$ cat src/design/atom_pkg.sv
// =========================================================================
// Shared definitions for the system controller
// Bus, SRAM and page widths, turbo select type
// Memory map constants and decoded target enum
// Default divider periods for the top level
// =========================================================================

`default_nettype none

package atom_pkg;

   // =========================================================================
   // Widths
   // =========================================================================

   // CPU address and data byte
   typedef logic [15:0] addr_t;
   typedef logic [7:0]  data_t;

   // External SRAM, 256K x 8
   typedef logic [17:0] ram_addr_t;

   // ROM page from latch bits 2:0
   typedef logic [2:0]  page_t;

   // 0..3 select 1, 2, 4, 8 MHz
   typedef logic [1:0]  turbo_t;

   // Decoded target of an access
   typedef enum logic [1:0] {
      sel_ram,
      sel_rom,
      sel_pia,
      sel_latch
   } dev_sel_t;

   // =========================================================================
   // Timing defaults
   // =========================================================================

   // clk25 cycles per 1 us frame
   localparam int CLKDIV_PERIOD = 25;
   // Access enables per tone half period, 16 * 13
   localparam int CAS_HALF_PERIOD = 208;

   // =========================================================================
   // Memory map
   // =========================================================================

   // 8255 PIA, B000-B00F
   localparam addr_t PIA_BASE = 16'hb000;
   // Paged ROM latch
   localparam addr_t LATCH_ADDR = 16'hbfff;
   // Paged window, A000-AFFF
   localparam addr_t A000_BASE = 16'ha000;
   // This page turns the window into writable RAM
   localparam page_t ROM_PAGE_OPEN = 3'd7;

endpackage

`default_nettype wire

$ cat src/design/atom_cassette.sv
// =========================================================================
// Cassette tone divider
// Tape output gating, two NANDs and an inverter
// =========================================================================

`timescale 1ns/10ps
`default_nettype none

module atom_cassette
#(
   parameter int CAS_HALF_PERIOD = atom_pkg::CAS_HALF_PERIOD
)
(
   input  logic       clk25,
   input  logic       reset,
   input  logic       access_en,
   input  logic [3:0] port_c,
   output logic       cas_tone,
   output logic       cas_out,
   output logic       sound
);

   localparam int DW = $clog2(CAS_HALF_PERIOD);

   logic [DW-1:0] cas_div;

   // Toggle once per half period of access enables
   always_ff @(posedge clk25 or posedge reset)
   begin
      if (reset)
      begin
         cas_div  <= '0;
         cas_tone <= 1'b0;
      end
      else if (access_en)
      begin
         if (cas_div == DW'(CAS_HALF_PERIOD - 1))
         begin
            cas_div  <= '0;
            cas_tone <= !cas_tone;
         end
         else
            cas_div <= cas_div + 1'b1;
      end
   end

   // pc0 low holds the line high, pc1 gates the tone
   assign cas_out = !(!(!cas_tone && port_c[1]) && port_c[0]);
   assign sound   = port_c[2];

endmodule

`default_nettype wire

$ cat src/design/atom_clken.sv
// =========================================================================
// Access enable generator
// Free-running frame counter over CLKDIV_PERIOD cycles of clk25
// Enable pattern chosen by the turbo setting
// =========================================================================

`timescale 1ns/10ps
`default_nettype none

module atom_clken
#(
   parameter int CLKDIV_PERIOD = atom_pkg::CLKDIV_PERIOD
)
(
   input  logic             clk25,
   input  logic             reset,
   input  atom_pkg::turbo_t turbo,
   output logic             access_en
);

   localparam int CW = $clog2(CLKDIV_PERIOD);
   // Enables only fall in the first 16 steps of the frame
   localparam int FAST_WINDOW = 16;

   logic [CW-1:0] cnt;
   logic          in_window;
   logic          en_next;

   // Frame counter, wraps at the period
   always_ff @(posedge clk25 or posedge reset)
   begin
      if (reset)
         cnt <= '0;
      else if (cnt == CW'(CLKDIV_PERIOD - 1))
         cnt <= '0;
      else
         cnt <= cnt + 1'b1;
   end

   assign in_window = (int'(cnt) < FAST_WINDOW);

   // Pattern per speed
   always_comb
   begin
      case (turbo)
         2'd0:    en_next = (cnt == '0);
         2'd1:    en_next = in_window && (cnt[2:0] == 3'd0);
         2'd2:    en_next = in_window && (cnt[1:0] == 2'd0);
         default: en_next = in_window && !cnt[0];
      endcase
   end

   // One cycle behind the counter
   always_ff @(posedge clk25 or posedge reset)
   begin
      if (reset)
         access_en <= 1'b0;
      else
         access_en <= en_next;
   end

endmodule

`default_nettype wire

$ cat src/design/atom_memmap.sv
// =========================================================================
// Address decoder and bus handshake
// Single-cycle ack, paged ROM latch at BFFF
// A000 window mapping into the 18-bit SRAM space
// ROM write masking and read-data multiplexer
// =========================================================================

`timescale 1ns/10ps
`default_nettype none

module atom_memmap
(
   input  logic                clk25,
   input  logic                reset,
   input  logic                access_en,
   input  logic                wb_cyc,
   input  logic                wb_stb,
   input  logic                wb_we,
   input  atom_pkg::addr_t     wb_adr,
   input  atom_pkg::data_t     wb_dat_w,
   input  atom_pkg::data_t     pia_dout,
   input  atom_pkg::data_t     ram_din,
   output logic                wb_ack,
   output atom_pkg::data_t     wb_dat_r,
   output logic                pia_wr,
   output atom_pkg::ram_addr_t ram_adr,
   output atom_pkg::data_t     ram_dout,
   output logic                ram_we_n,
   output logic                ram_oe_n
);

   import atom_pkg::*;

   data_t    rom_latch;
   page_t    page;
   dev_sel_t dev_sel;
   logic     a000_cs;
   logic     wr_cycle;

   assign page    = rom_latch[2:0];
   assign a000_cs = (wb_adr[15:12] == A000_BASE[15:12]);

   // =========================================================================
   // Decode
   // =========================================================================

   always_comb
   begin
      // C000-FFFF always ROM, A000 window unless opened
      if (wb_adr[15:14] == 2'b11)
         dev_sel = sel_rom;
      else if (a000_cs && (page != ROM_PAGE_OPEN))
         dev_sel = sel_rom;
      else if (wb_adr[15:4] == PIA_BASE[15:4])
         dev_sel = sel_pia;
      else if (wb_adr == LATCH_ADDR)
         dev_sel = sel_latch;
      else
         dev_sel = sel_ram;
   end

   // =========================================================================
   // Handshake and strobes
   // =========================================================================

   // Ack lands on the first enable of the request
   assign wb_ack   = wb_cyc && wb_stb && access_en;
   assign wr_cycle = wb_ack && wb_we;

   assign pia_wr   = wr_cycle && (dev_sel == sel_pia);
   // ROM, PIA and latch never reach the SRAM write strobe
   assign ram_we_n = !(wr_cycle && (dev_sel == sel_ram));
   assign ram_oe_n = !(wb_cyc && wb_stb && !wb_we);
   assign ram_dout = wb_dat_w;

   // Paged window goes to 010 + page, everything else stays low
   assign ram_adr = a000_cs ? {3'b010, page, wb_adr[11:0]} : {2'b00, wb_adr};

   // ROM page latch
   always_ff @(posedge clk25 or posedge reset)
   begin
      if (reset)
         rom_latch <= '0;
      else if (wr_cycle && (dev_sel == sel_latch))
         rom_latch <= wb_dat_w;
   end

   // Read data, ROM images live in SRAM as well
   always_comb
   begin
      case (dev_sel)
         sel_pia:   wb_dat_r = pia_dout;
         sel_latch: wb_dat_r = rom_latch;
         default:   wb_dat_r = ram_din;
      endcase
   end

endmodule

`default_nettype wire

$ cat src/design/atom_pia.sv
// =========================================================================
// 8255 PIA model, fixed port directions
// Port A output, port B input, port C split nibbles
// Bit set/reset on the control offset
// =========================================================================

`timescale 1ns/10ps
`default_nettype none

module atom_pia
(
   input  logic            clk25,
   input  logic            reset,
   input  logic            pia_wr,
   input  atom_pkg::addr_t wb_adr,
   input  atom_pkg::data_t wb_dat_w,
   input  atom_pkg::data_t key_cols,
   input  logic            rept_n,
   input  logic            fs_n,
   input  logic            cas_in,
   input  logic            cas_tone,
   output atom_pkg::data_t pia_dout,
   output logic [3:0]      key_row,
   output logic [3:0]      port_c
);

   import atom_pkg::*;

   data_t       pa_r;
   logic [3:0]  pc_r;
   logic [1:0]  offset;
   data_t       pc_in;

   assign offset = wb_adr[1:0];

   // =========================================================================
   // Register writes
   // =========================================================================

   always_ff @(posedge clk25 or posedge reset)
   begin
      if (reset)
      begin
         pa_r <= '0;
         pc_r <= '0;
      end
      else if (pia_wr)
      begin
         case (offset)
            2'd0: pa_r <= wb_dat_w;
            2'd2: pc_r <= wb_dat_w[3:0];
            // Control word, bit 7 clear means bit set/reset
            2'd3:
            begin
               if (!wb_dat_w[7])
                  pc_r[wb_dat_w[2:1]] <= wb_dat_w[0];
            end
            default: ;
         endcase
      end
   end

   // =========================================================================
   // Read side
   // =========================================================================

   // Upper port C nibble is all inputs
   assign pc_in = {fs_n, rept_n, cas_in, cas_tone, pc_r};

   always_comb
   begin
      case (offset)
         2'd0:    pia_dout = pa_r;
         2'd1:    pia_dout = key_cols;
         2'd2:    pia_dout = pc_in;
         default: pia_dout = '0;
      endcase
   end

   // Keyboard row select
   assign key_row = pa_r[3:0];
   assign port_c  = pc_r;

endmodule

`default_nettype wire

$ cat src/design/atom_sysctl.sv
// =========================================================================
// System controller top level
// Wishbone classic slave port, external SRAM pins
// Clock enable, memory map, PIA and cassette blocks
// =========================================================================

`timescale 1ns/10ps
`default_nettype none

module atom_sysctl
#(
   parameter int CLKDIV_PERIOD   = atom_pkg::CLKDIV_PERIOD,
   parameter int CAS_HALF_PERIOD = atom_pkg::CAS_HALF_PERIOD
)
(
   input  logic                clk25,
   input  logic                reset,
   // Wishbone classic
   input  logic                wb_cyc,
   input  logic                wb_stb,
   input  logic                wb_we,
   input  atom_pkg::addr_t     wb_adr,
   input  atom_pkg::data_t     wb_dat_w,
   output logic                wb_ack,
   output atom_pkg::data_t     wb_dat_r,
   // Speed select and keyboard
   input  atom_pkg::turbo_t    turbo,
   input  atom_pkg::data_t     key_cols,
   input  logic                rept_n,
   input  logic                fs_n,
   input  logic                cas_in,
   // External SRAM
   input  atom_pkg::data_t     ram_din,
   output atom_pkg::ram_addr_t ram_adr,
   output atom_pkg::data_t     ram_dout,
   output logic                ram_we_n,
   output logic                ram_oe_n,
   // Keyboard row, tape and speaker
   output logic [3:0]          key_row,
   output logic                cas_out,
   output logic                sound
);

   import atom_pkg::*;

   logic       access_en;
   logic       pia_wr;
   data_t      pia_dout;
   logic [3:0] port_c;
   logic       cas_tone;

   // =========================================================================
   // Clock enable
   // =========================================================================

   atom_clken #(
      .CLKDIV_PERIOD (CLKDIV_PERIOD)
   ) u_clken (
      .clk25     (clk25),
      .reset     (reset),
      .turbo     (turbo),
      .access_en (access_en)
   );

   // =========================================================================
   // Decode, latch and SRAM side
   // =========================================================================

   atom_memmap u_memmap (
      .clk25     (clk25),
      .reset     (reset),
      .access_en (access_en),
      .wb_cyc    (wb_cyc),
      .wb_stb    (wb_stb),
      .wb_we     (wb_we),
      .wb_adr    (wb_adr),
      .wb_dat_w  (wb_dat_w),
      .pia_dout  (pia_dout),
      .ram_din   (ram_din),
      .wb_ack    (wb_ack),
      .wb_dat_r  (wb_dat_r),
      .pia_wr    (pia_wr),
      .ram_adr   (ram_adr),
      .ram_dout  (ram_dout),
      .ram_we_n  (ram_we_n),
      .ram_oe_n  (ram_oe_n)
   );

   // PIA at B000
   atom_pia u_pia (
      .clk25    (clk25),
      .reset    (reset),
      .pia_wr   (pia_wr),
      .wb_adr   (wb_adr),
      .wb_dat_w (wb_dat_w),
      .key_cols (key_cols),
      .rept_n   (rept_n),
      .fs_n     (fs_n),
      .cas_in   (cas_in),
      .cas_tone (cas_tone),
      .pia_dout (pia_dout),
      .key_row  (key_row),
      .port_c   (port_c)
   );

   // Tone runs off the same access rate
   atom_cassette #(
      .CAS_HALF_PERIOD (CAS_HALF_PERIOD)
   ) u_cassette (
      .clk25     (clk25),
      .reset     (reset),
      .access_en (access_en),
      .port_c    (port_c),
      .cas_tone  (cas_tone),
      .cas_out   (cas_out),
      .sound     (sound)
   );

endmodule

`default_nettype wire

$ cat config.mk
export PLATFORM = sky130hd
export DESIGN_NAME = atom_sysctl
export DESIGN_NICKNAME = d
export VERILOG_FILES = /design/src/design/atom_pkg.sv /design/src/design/atom_cassette.sv /design/src/design/atom_clken.sv /design/src/design/atom_memmap.sv /design/src/design/atom_pia.sv /design/src/design/atom_sysctl.sv
export SDC_FILE = /design/constraint.sdc
export NUM_CORES = 1
export LEC_CHECK = 0
export BUFFER_PORTS_ARGS = -buffer_cell sky130_fd_sc_hd__buf_2
export CAP_MARGIN = 5
export CORE_MARGIN = 8
export CORE_UTILIZATION = 53
export CTS_CLUSTER_SIZE = 20
export DETAILED_ROUTE_END_ITERATION = 10
export PLACE_DENSITY_LB_ADDON = 0.15
export RECOVER_POWER = 25
export SETUP_SLACK_MARGIN = 0.2
export SLEW_MARGIN = 20
export SYNTH_ARGS = -nofsm -noshare
export SYNTH_HDL_FRONTEND = slang
export SYNTH_SLANG_ARGS = --single-unit
$ cat constraint.sdc
create_clock -name clk25 -period 3.7 [get_ports clk25]
set_input_delay 0.74 -clock clk25 [delete_from_list [all_inputs] [get_ports clk25]]
set_output_delay 0.74 -clock clk25 [all_outputs]
set_load 0.005 [all_outputs]
; Yosys cells after proc, flatten, opt, wreduce, memory -nomap -nowiden
; Cells that the tools add are included.
[word_totals]
inputBits = 50
word_cells = 73
register_bits = 35
output_inout_bits = 43
[classes]
n_mux = 15
n_addsub = 2
reduce_logical = 31
magnitude_cmp = 3
n_eq_ne = 15
[ops]
columns = cell, n
row1 = 8-bit case mux with 3 select lines, 1
row2 = 17-bit 2-to-1 mux, 1
row3 = 16-bit equality test (second input constant), 1
row4 = 8-bit case mux with 2 select lines, 1
row5 = 1-bit logical AND, 14
row6 = 12-bit equality test (second input constant), 1
row7 = 2-bit equality test (second input constant), 6
row8 = 8-bit by 1-bit adder with 8-bit output (second input constant), 1
row9 = 8-bit equality test (second input constant), 1
row10 = 2-bit zero test, 4
row11 = 2-bit 2-to-1 mux, 4
row12 = 8-bit 2-to-1 mux, 1
row13 = 4-bit case mux with 2 select lines, 1
row14 = 1-bit zero test, 7
row15 = 5-bit by 1-bit adder with 5-bit output (second input constant), 1
row16 = 5-bit equality test (second input constant), 1
row17 = 5-bit zero test, 1
row18 = 5-bit < comparator (second input constant), 1
row19 = 5-bit 2-to-1 mux, 1
row20 = 4-bit bitwise mux, 1
row21 = 2-bit by 1-bit equality test with 1-bit output (second input constant), 2
row22 = 4-bit equality test (second input constant), 1
row23 = 4-bit 2-to-1 mux, 1
row24 = 2-bit AND reduction, 2
row25 = other kinds (10), 10

; Longest topological paths before layout
; Gate-level depths: netlist of the first run.
[logic_depth]
ltp_word = 8
depth_mapped = 7
ltp_nobuf = 6

; Cells and area by module
; A second synthesis of the first run with hierarchy kept.
[hier_totals]
hier_cells = 260
hier_area_um2 = 2433.6
[modules_own_cells]
columns = mod, cells_per_inst, area_each_um2, instances, seq_area_each_um2
row1 = atom_pia, 81, 792.0, 1, 300.3
row2 = atom_memmap, 93, 784.5, 1, 200.2
row3 = atom_cassette, 47, 498.0, 1, 225.2
row4 = atom_clken, 39, 359.1, 1, 150.1

; Worst setup path after synthesis of the first run
; Ideal clock, no wire load.
[synth_timing]
kind = input -> output
startpoint = input port wb_adr[9]
endpoint = output port wb_dat_r[0]
t_arrival_ps = 2168
required_ps = 2960
path_stages = 6
n_path_buf = 1
setup_slack_ps = 792
path_cell_list = or4_4 > or3_4 > nand2b_1 > clkbuf_1 > nor2_1 > a221o_1
[synth_between]
elab_chain_len = 7
word_cells_on_any_way = 9
classes_between = eq/ne (4) / mux (5)
[synth_lines]
columns = item, line_no
row1 = "start, declared", atom_sysctl.sv:22  ; input atom_pkg::addr_t wb_adr,
row2 = 16-bit equality test, atom_memmap.sv:56  ; else if (wb_adr == LATCH_ADDR)
row3 = 2-bit 2-to-1 mux, atom_memmap.sv:56
row4 = 2-bit 2-to-1 mux (*), atom_memmap.sv:54  ; else if (wb_adr[15:4] == PIA_BASE[15:4])
row5 = 2-bit 2-to-1 mux (*), atom_memmap.sv:52  ; else if (a000_cs && (page != ROM_PAGE_OPEN))
row6 = 2-bit 2-to-1 mux (*), atom_memmap.sv:50  ; if (wb_adr[15:14] == 2'b11)
row7 = 2-bit equality test, atom_memmap.sv:91  ; case (dev_sel)
row8 = 8-bit case mux with 2 select lines (*), atom_memmap.sv:91
row9 = "end, declared", atom_sysctl.sv:25  ; output atom_pkg::data_t wb_dat_r,
; Every way passes the cells marked *; elsewhere a longest branch is shown, timed or not.

; Worst setup path in the final report of the first run
[layout_timing]
startpoint = input port wb_adr[9]
endpoint = output port wb_dat_r[5]
; Same word-level chain as after synthesis.

==> results_dict.tcl, run 1 <==
set metrics [dict create \
    synthFlopType "dfrtp_1" \
    met2_length_um 2890 \
    grt_pass1_wl_um 9470 \
    rows 24 \
    antenna_cells 0 \
    finClkSkew_ns 0.00853 \
    grt_usage 0.180 \
    synth_area_leaders "dfrtp_1 38%, buf_4 8.4%, nor2_1 4.5%, mux2i_1 3.9%, mux2_2 3.9%" \
    initial_core_util 0.540 \
    drtIter0Drc 129 \
    synth_top_area_share 0.378 \
    path_buf_inv 2 \
    drc_errors 0 \
    powerDensity_mw_per_mm2 344 \
    crit_family "simple AND/OR/NAND/NOR gates" \
    drtAntennaViolNets 0 \
    ff2ff_setup_slack_ns 1.53 \
    ys_types 46 \
    vias 2031 \
    grt_overflow_total 0 \
    synth_area_leader_cell "dfrtp_1" \
    p_leak_uw 0.00141 \
    viasPerCell 5.49 \
    io-pin-count 93 \
    final_core_util 0.641 \
    syn_avg_cell_area_um2 9.31 \
    yosysSeqAreaShare 0.378 \
    finalCritPeriodShare 0.874 \
    maxSlewViolCount 0 \
    hp-class "reg2reg" \
    met1Wirelength_um 2490 \
    cts_buffer_depth 2 \
    port_buffers 91 \
    synth_edf_count 0 \
    cp_max_fo 8 \
    dr.pass1.iters 4 \
    worstSetupEndpointType "output port" \
    start_kind "input pin" \
    clk_latency_ns 0.29 \
    clk_pin_slew_ns 0.07 \
    grt_pass1_vias 2021 \
    antenna_found_initial 0 \
    tightest_slew_ns 1.08 \
    ctsHoldBuffers 0 \
    postCtsSetupBuffers 0 \
    routed.top_layer "met4" \
    finalCriticalPeriod_ns 3.24 \
    cts_tree "done" \
    async_reset_ff_frac 1.00 \
    drive_above_1_share 0.384 \
    wire_per_inst_um 16.0 \
    rsz0062_at_grt "no" \
    drv_cap 0 \
    cts_num_sinks 35 \
    area_growth_syn_to_layout_pct 18.8 \
    grt_max_degree 31 \
    arrival_ns 2.50 \
    route.met3.wl_um 512 \
    path_common_cell "buf_2" \
    outcome "completed" \
    slew_headroom 0.276 \
    critical_path_class "in2out" \
    netlist_area_mm2 0.00232 \
    tns_ns 0 \
    cts_buffers 5 \
    cts_root_buf "clkbuf_8" \
    drt-total-wl_um 5930 \
    yosysWarningCount 0 \
    synthesis.instances 249 \
    syn_nets 305 \
    max_freq_ghz 0.309 \
    seqCellArea_um2 876 \
    fp.coreArea_mm2 0.00429 \
    crit_chain "buf_2, or4_4, or3_4, nand2b_1, nor2_1, a221o_1, buf_2" \
    die_x_um 82.1 \
    max_stage_delay_ns 0.54 \
    required_ns 2.96 \
    die_h_um 82.1 \
    ys_seq_elements 35 \
    setup_viol 0 \
    peakVddDrop_mv 0.250 \
    die-area_mm2 0.00674 \
    fillerInstances 385 \
    dpl.hpwl_um 4580 \
    multiInputGateArea_mm2 0.00117 \
    finalHoldViolCount 0 \
    gp_congestion 0.805 \
    cp_slowest_cell "or4_4" \
    htreeDepth 2 \
    final_nets 373 \
    cts_resized 0 \
]
per-stage QoR:
step                cells  power (uW)  worst slack (ns)  hold slack (ns)  area, um^2
finish                370         948             0.464            0.510        2750
global route          370        1000             0.339            0.519        2750
CTS                   370         957             0.469            0.507        2750
detailed placement    362         594             0.477            0.492        2640
global placement      362         589             0.492            0.488        2640
floorplan             249         534             0.792            0.458        2320
worst paths after layout:
kind                                              from                           endpoint  cells past startpoint
min reg2reg                  u_pia.pa_r[4]$_DFFE_PP0P_          u_pia.pa_r[4]$_DFFE_PP0P_                      1
max                                          wb_adr[9]                        wb_dat_r[5]                      7
max in group asynchronous                        reset  u_memmap.rom_latch[7]$_DFFE_PP0P_                      3
min                          u_pia.pa_r[4]$_DFFE_PP0P_          u_pia.pa_r[4]$_DFFE_PP0P_                      1
min in group asynchronous                        reset  u_memmap.rom_latch[1]$_DFFE_PP0P_                      2
max reg2reg                u_clken.access_en$_DFF_PP0_        u_pia.port_c[0]$_DFFE_PP0P_                      5
worst register-to-register path, delay by kind of cell (launching register included):
family	cells	cell delay [ns]
multiplexers	1	0.27
flip-flops	1	0.48
AND/OR/NAND/NOR	4	1.32
placed cells by master, fill, tap and decap left out, types with 2 or more instances in the layout:
| master | instances |
|---|---|
| a21boi_0 | 2 |
| a21oi_1 | 13 |
| a221o_1 | 8 |
| a31oi_1 | 5 |
| buf_2 | 91 |
| buf_4 | 4 |
| clkbuf_8 | 6 |
| dfrtp_1 | 35 |
| ha_1 | 6 |
| inv_1 | 9 |
| mux2_2 | 8 |
| mux2_4 | 6 |
| mux2i_1 | 9 |
| nand2_1 | 17 |
| nand3_1 | 6 |
| nand3b_1 | 3 |
| nand4_1 | 6 |
| nor2_1 | 28 |
| nor2b_1 | 7 |
| nor3_1 | 3 |
| nor4_1 | 2 |
| o21ai_0 | 13 |
| or4_4 | 2 |
| xnor2_1 | 3 |
| xor2_1 | 4 |
final cells by class:
type | instances | area share
inverters | 9 | 0.0123
clock inverters | 2 | 0.0127
clock buffers | 6 | 0.0300
multi-input cells | 171 | 0.427
well taps | 52 | 0.0236
flip-flops and latches | 35 | 0.318
repair buffers | 95 | 0.176
report_power, final:
part           switching [uW]  internal, uW
registers                29.6           409
clock network             143           218
logic                    74.1          74.2
state kept, by name, summed over array words and instances (netlist names):
signal,count
u_pia.pa_r,8
u_memmap.rom_latch,8
u_cassette.cas_div,8
u_cassette.cas_tone,1
u_pia.port_c,4
u_clken.access_en,1
u_clken.cnt,5
per-layer routing:
layer  up-vias  GRT usage
met5         -          0
met4         0     0.0421
met3         4     0.0444
met1       958      0.227
met2        70      0.305
li1        999          -
cell usage after synthesis (2+ instances only):
| library cell | number |
|---|---|
| xnor2_1 | 3 |
| nor3_1 | 3 |
| mux2_4 | 6 |
| dfrtp_1 | 35 |
| ha_1 | 6 |
| nor2b_1 | 7 |
| mux2_2 | 8 |
| nand2_1 | 17 |
| xor2_1 | 4 |
| clkbuf_1 | 6 |
| nand3_1 | 6 |
| mux2i_1 | 9 |
| inv_1 | 9 |
| nor2_1 | 28 |
| or4_4 | 2 |
| buf_4 | 26 |
| o21ai_0 | 13 |
| a21boi_0 | 2 |
| nand3b_1 | 3 |
| nand4_1 | 6 |
| a221o_1 | 8 |
| a21oi_1 | 13 |
| nor4_1 | 2 |
| a31oi_1 | 5 |
cell families (layout without fill, tap and decap cells):
kind of cell    after synthesis  after routing  synth area share
buf+inv                      43            112             0.115
xor+xnor                      7              7            0.0265
flops                        35             35             0.378
simple gates                 83             83             0.184
compound gates               51             51             0.146
mux                          23             23             0.117
other cells                   1              1           0.00162
fa+ha+maj                     6              6            0.0324
Power figures use the tool's default switching activity.
==> inputs of run 2 (changes only) <==
Settings changed: CORE_ASPECT_RATIO from default to 1.25.
==> results_dict.tcl, run 2 (synthesized netlist as in run 1, its figures left out) <==
set metrics [dict create \
    use_met1 0.193 \
    cts_buffer_depth 2 \
    initial_core_util 0.540 \
    top_usage_layer "met2" \
    p_leak_uw 0.00138 \
    drive_above_1_share 0.370 \
    grt_usage 0.170 \
    grt_pass1_wl_um 9220 \
    grt_max_degree 36 \
    max_freq_ghz 0.306 \
    grt_util_met2 0.292 \
    io-pin-count 93 \
    area_growth_syn_to_layout_pct 16.7 \
    final_core_util 0.631 \
    rows 27 \
    viasPerCell 5.49 \
    dr.pass1.iters 4 \
    final_cell_mix "91 x buf_2, 35 x dfrtp_1, 28 x nor2_1" \
    tightest_slew_ns 1.84 \
    rsz0062_at_grt "no" \
    finalCritPeriodShare 0.884 \
    postCtsSetupBuffers 0 \
    outcome "finished with violations" \
    die_h_um 89.9 \
    cts_root_buf "clkbuf_8" \
    cp_max_fo 8 \
    maxSlewViolCount 36 \
    wire_per_inst_um 15.3 \
    port_buffers 91 \
    dpl.hpwl_um 4430 \
    drv_cap 1 \
    peakVddDrop_mv 0.308 \
    clk_pin_slew_ns 0.07 \
    required_ns 2.96 \
    drt-total-wl_um 5710 \
    die_x_um 75.1 \
    final_nets 371 \
    finalCriticalPeriod_ns 3.27 \
    clk_latency_ns 0.28 \
    powerDensity_mw_per_mm2 311 \
    slew_headroom -0.230 \
    violations "max-capacitance violations, max-slew violations" \
    ctsHoldBuffers 0 \
    cts_resized 0 \
    grt_use_met3 0.0456 \
    die-area_mm2 0.00676 \
    top_regs "u_cassette.cas_div (8), u_memmap.rom_latch (8), u_pia.pa_r (8)" \
    grt_pass1_vias 1988 \
    critical_path_class "in2out" \
    cts_tree "done" \
    cts_buffers 5 \
    worstSetupEndpointType "output port" \
    finClkSkew_ns 0.00384 \
    layout.cells.most_common "buf_2" \
    vias 2054 \
    fp.coreArea_mm2 0.00429 \
    drtIter0Drc 91 \
    drtAntennaViolNets 0 \
    antenna_found_initial 0 \
    cts_num_sinks 35 \
    drc_errors 0 \
    grt_overflow_total 0 \
    antenna_cells 0 \
    start_kind "input pin" \
    ff2ff_setup_slack_ns 1.58 \
    finalHoldViolCount 0 \
    htreeDepth 2 \
    gp_congestion 0.848 \
    tns_ns 0 \
    setup_viol 0 \
    hp-class "reg2reg" \
    arrival_ns 2.53 \
]
-- run 2: cell types whose count changed in the layout (fill, tap and decap cells not counted), sizes merged --
cell,before,now
buf,95,92
clkbuf,6,8
bufinv,1,0
-- run 2: final timing paths --
check	startpoint	depth (start not counted)	to
worst max-delay path	wb_adr[9]	7	wb_dat_r[7]
worst min-delay path	u_pia.pa_r[2]$_DFFE_PP0P_	2	u_pia.pa_r[2]$_DFFE_PP0P_
worst max register to register	u_clken.access_en$_DFF_PP0_	5	u_pia.port_c[0]$_DFFE_PP0P_
worst min register to register	u_pia.pa_r[2]$_DFFE_PP0P_	2	u_pia.pa_r[2]$_DFFE_PP0P_
max in group asynchronous	reset	3	u_cassette.cas_div[2]$_DFFE_PP0P_
min in group asynchronous	reset	3	u_clken.cnt[4]$_DFF_PP0_
-- run 2: worst max-delay path, stage by stage --
cell      delay [ns]
buf_2           0.11
or4_4           0.54
or3_4           0.39
nand2b_1        0.32
nor2_1          0.17
a221o_1         0.13
buf_2           0.12
-- run 2: layout make-up --
type | instances | area (um^2)
Inverter | 9 | 33.8
Clock inverter | 1 | 5.00
Fill cell | 403 | 1590
Tap cell | 58 | 72.6
Timing Repair Buffer | 93 | 467
Clock buffer | 7 | 76.3
Multi-Input combinational cell | 171 | 1170
Sequential cell | 35 | 876
-- run 2: through the flow --
stage | cell area, um^2 | hold WS, ns | setup WS (ns) | cells | total power, uW
floorplan | 2320 | 0.458 | 0.792 | 249 | 534
global placement | 2630 | 0.484 | 0.456 | 366 | 587
detailed placement | 2630 | 0.494 | 0.438 | 366 | 590
CTS | 2710 | 0.509 | 0.437 | 374 | 853
global route | 2710 | 0.535 | 0.312 | 374 | 891
finish | 2710 | 0.505 | 0.431 | 374 | 840
-- run 2: routing by layer --
layer  up-vias  share of wire
li1        994              -
met2        71           0.50
met5         -              0
met3         8          0.094
met4         0          0.015
met1       981           0.39
-- run 2: where the power goes --
| group | internal [uW] | switching, uW |
|---|---|---|
| combinational | 73.1 | 71.5 |
| clock | 132 | 127 |
| sequential | 409 | 27.4 |
| total | 614 | 226 |
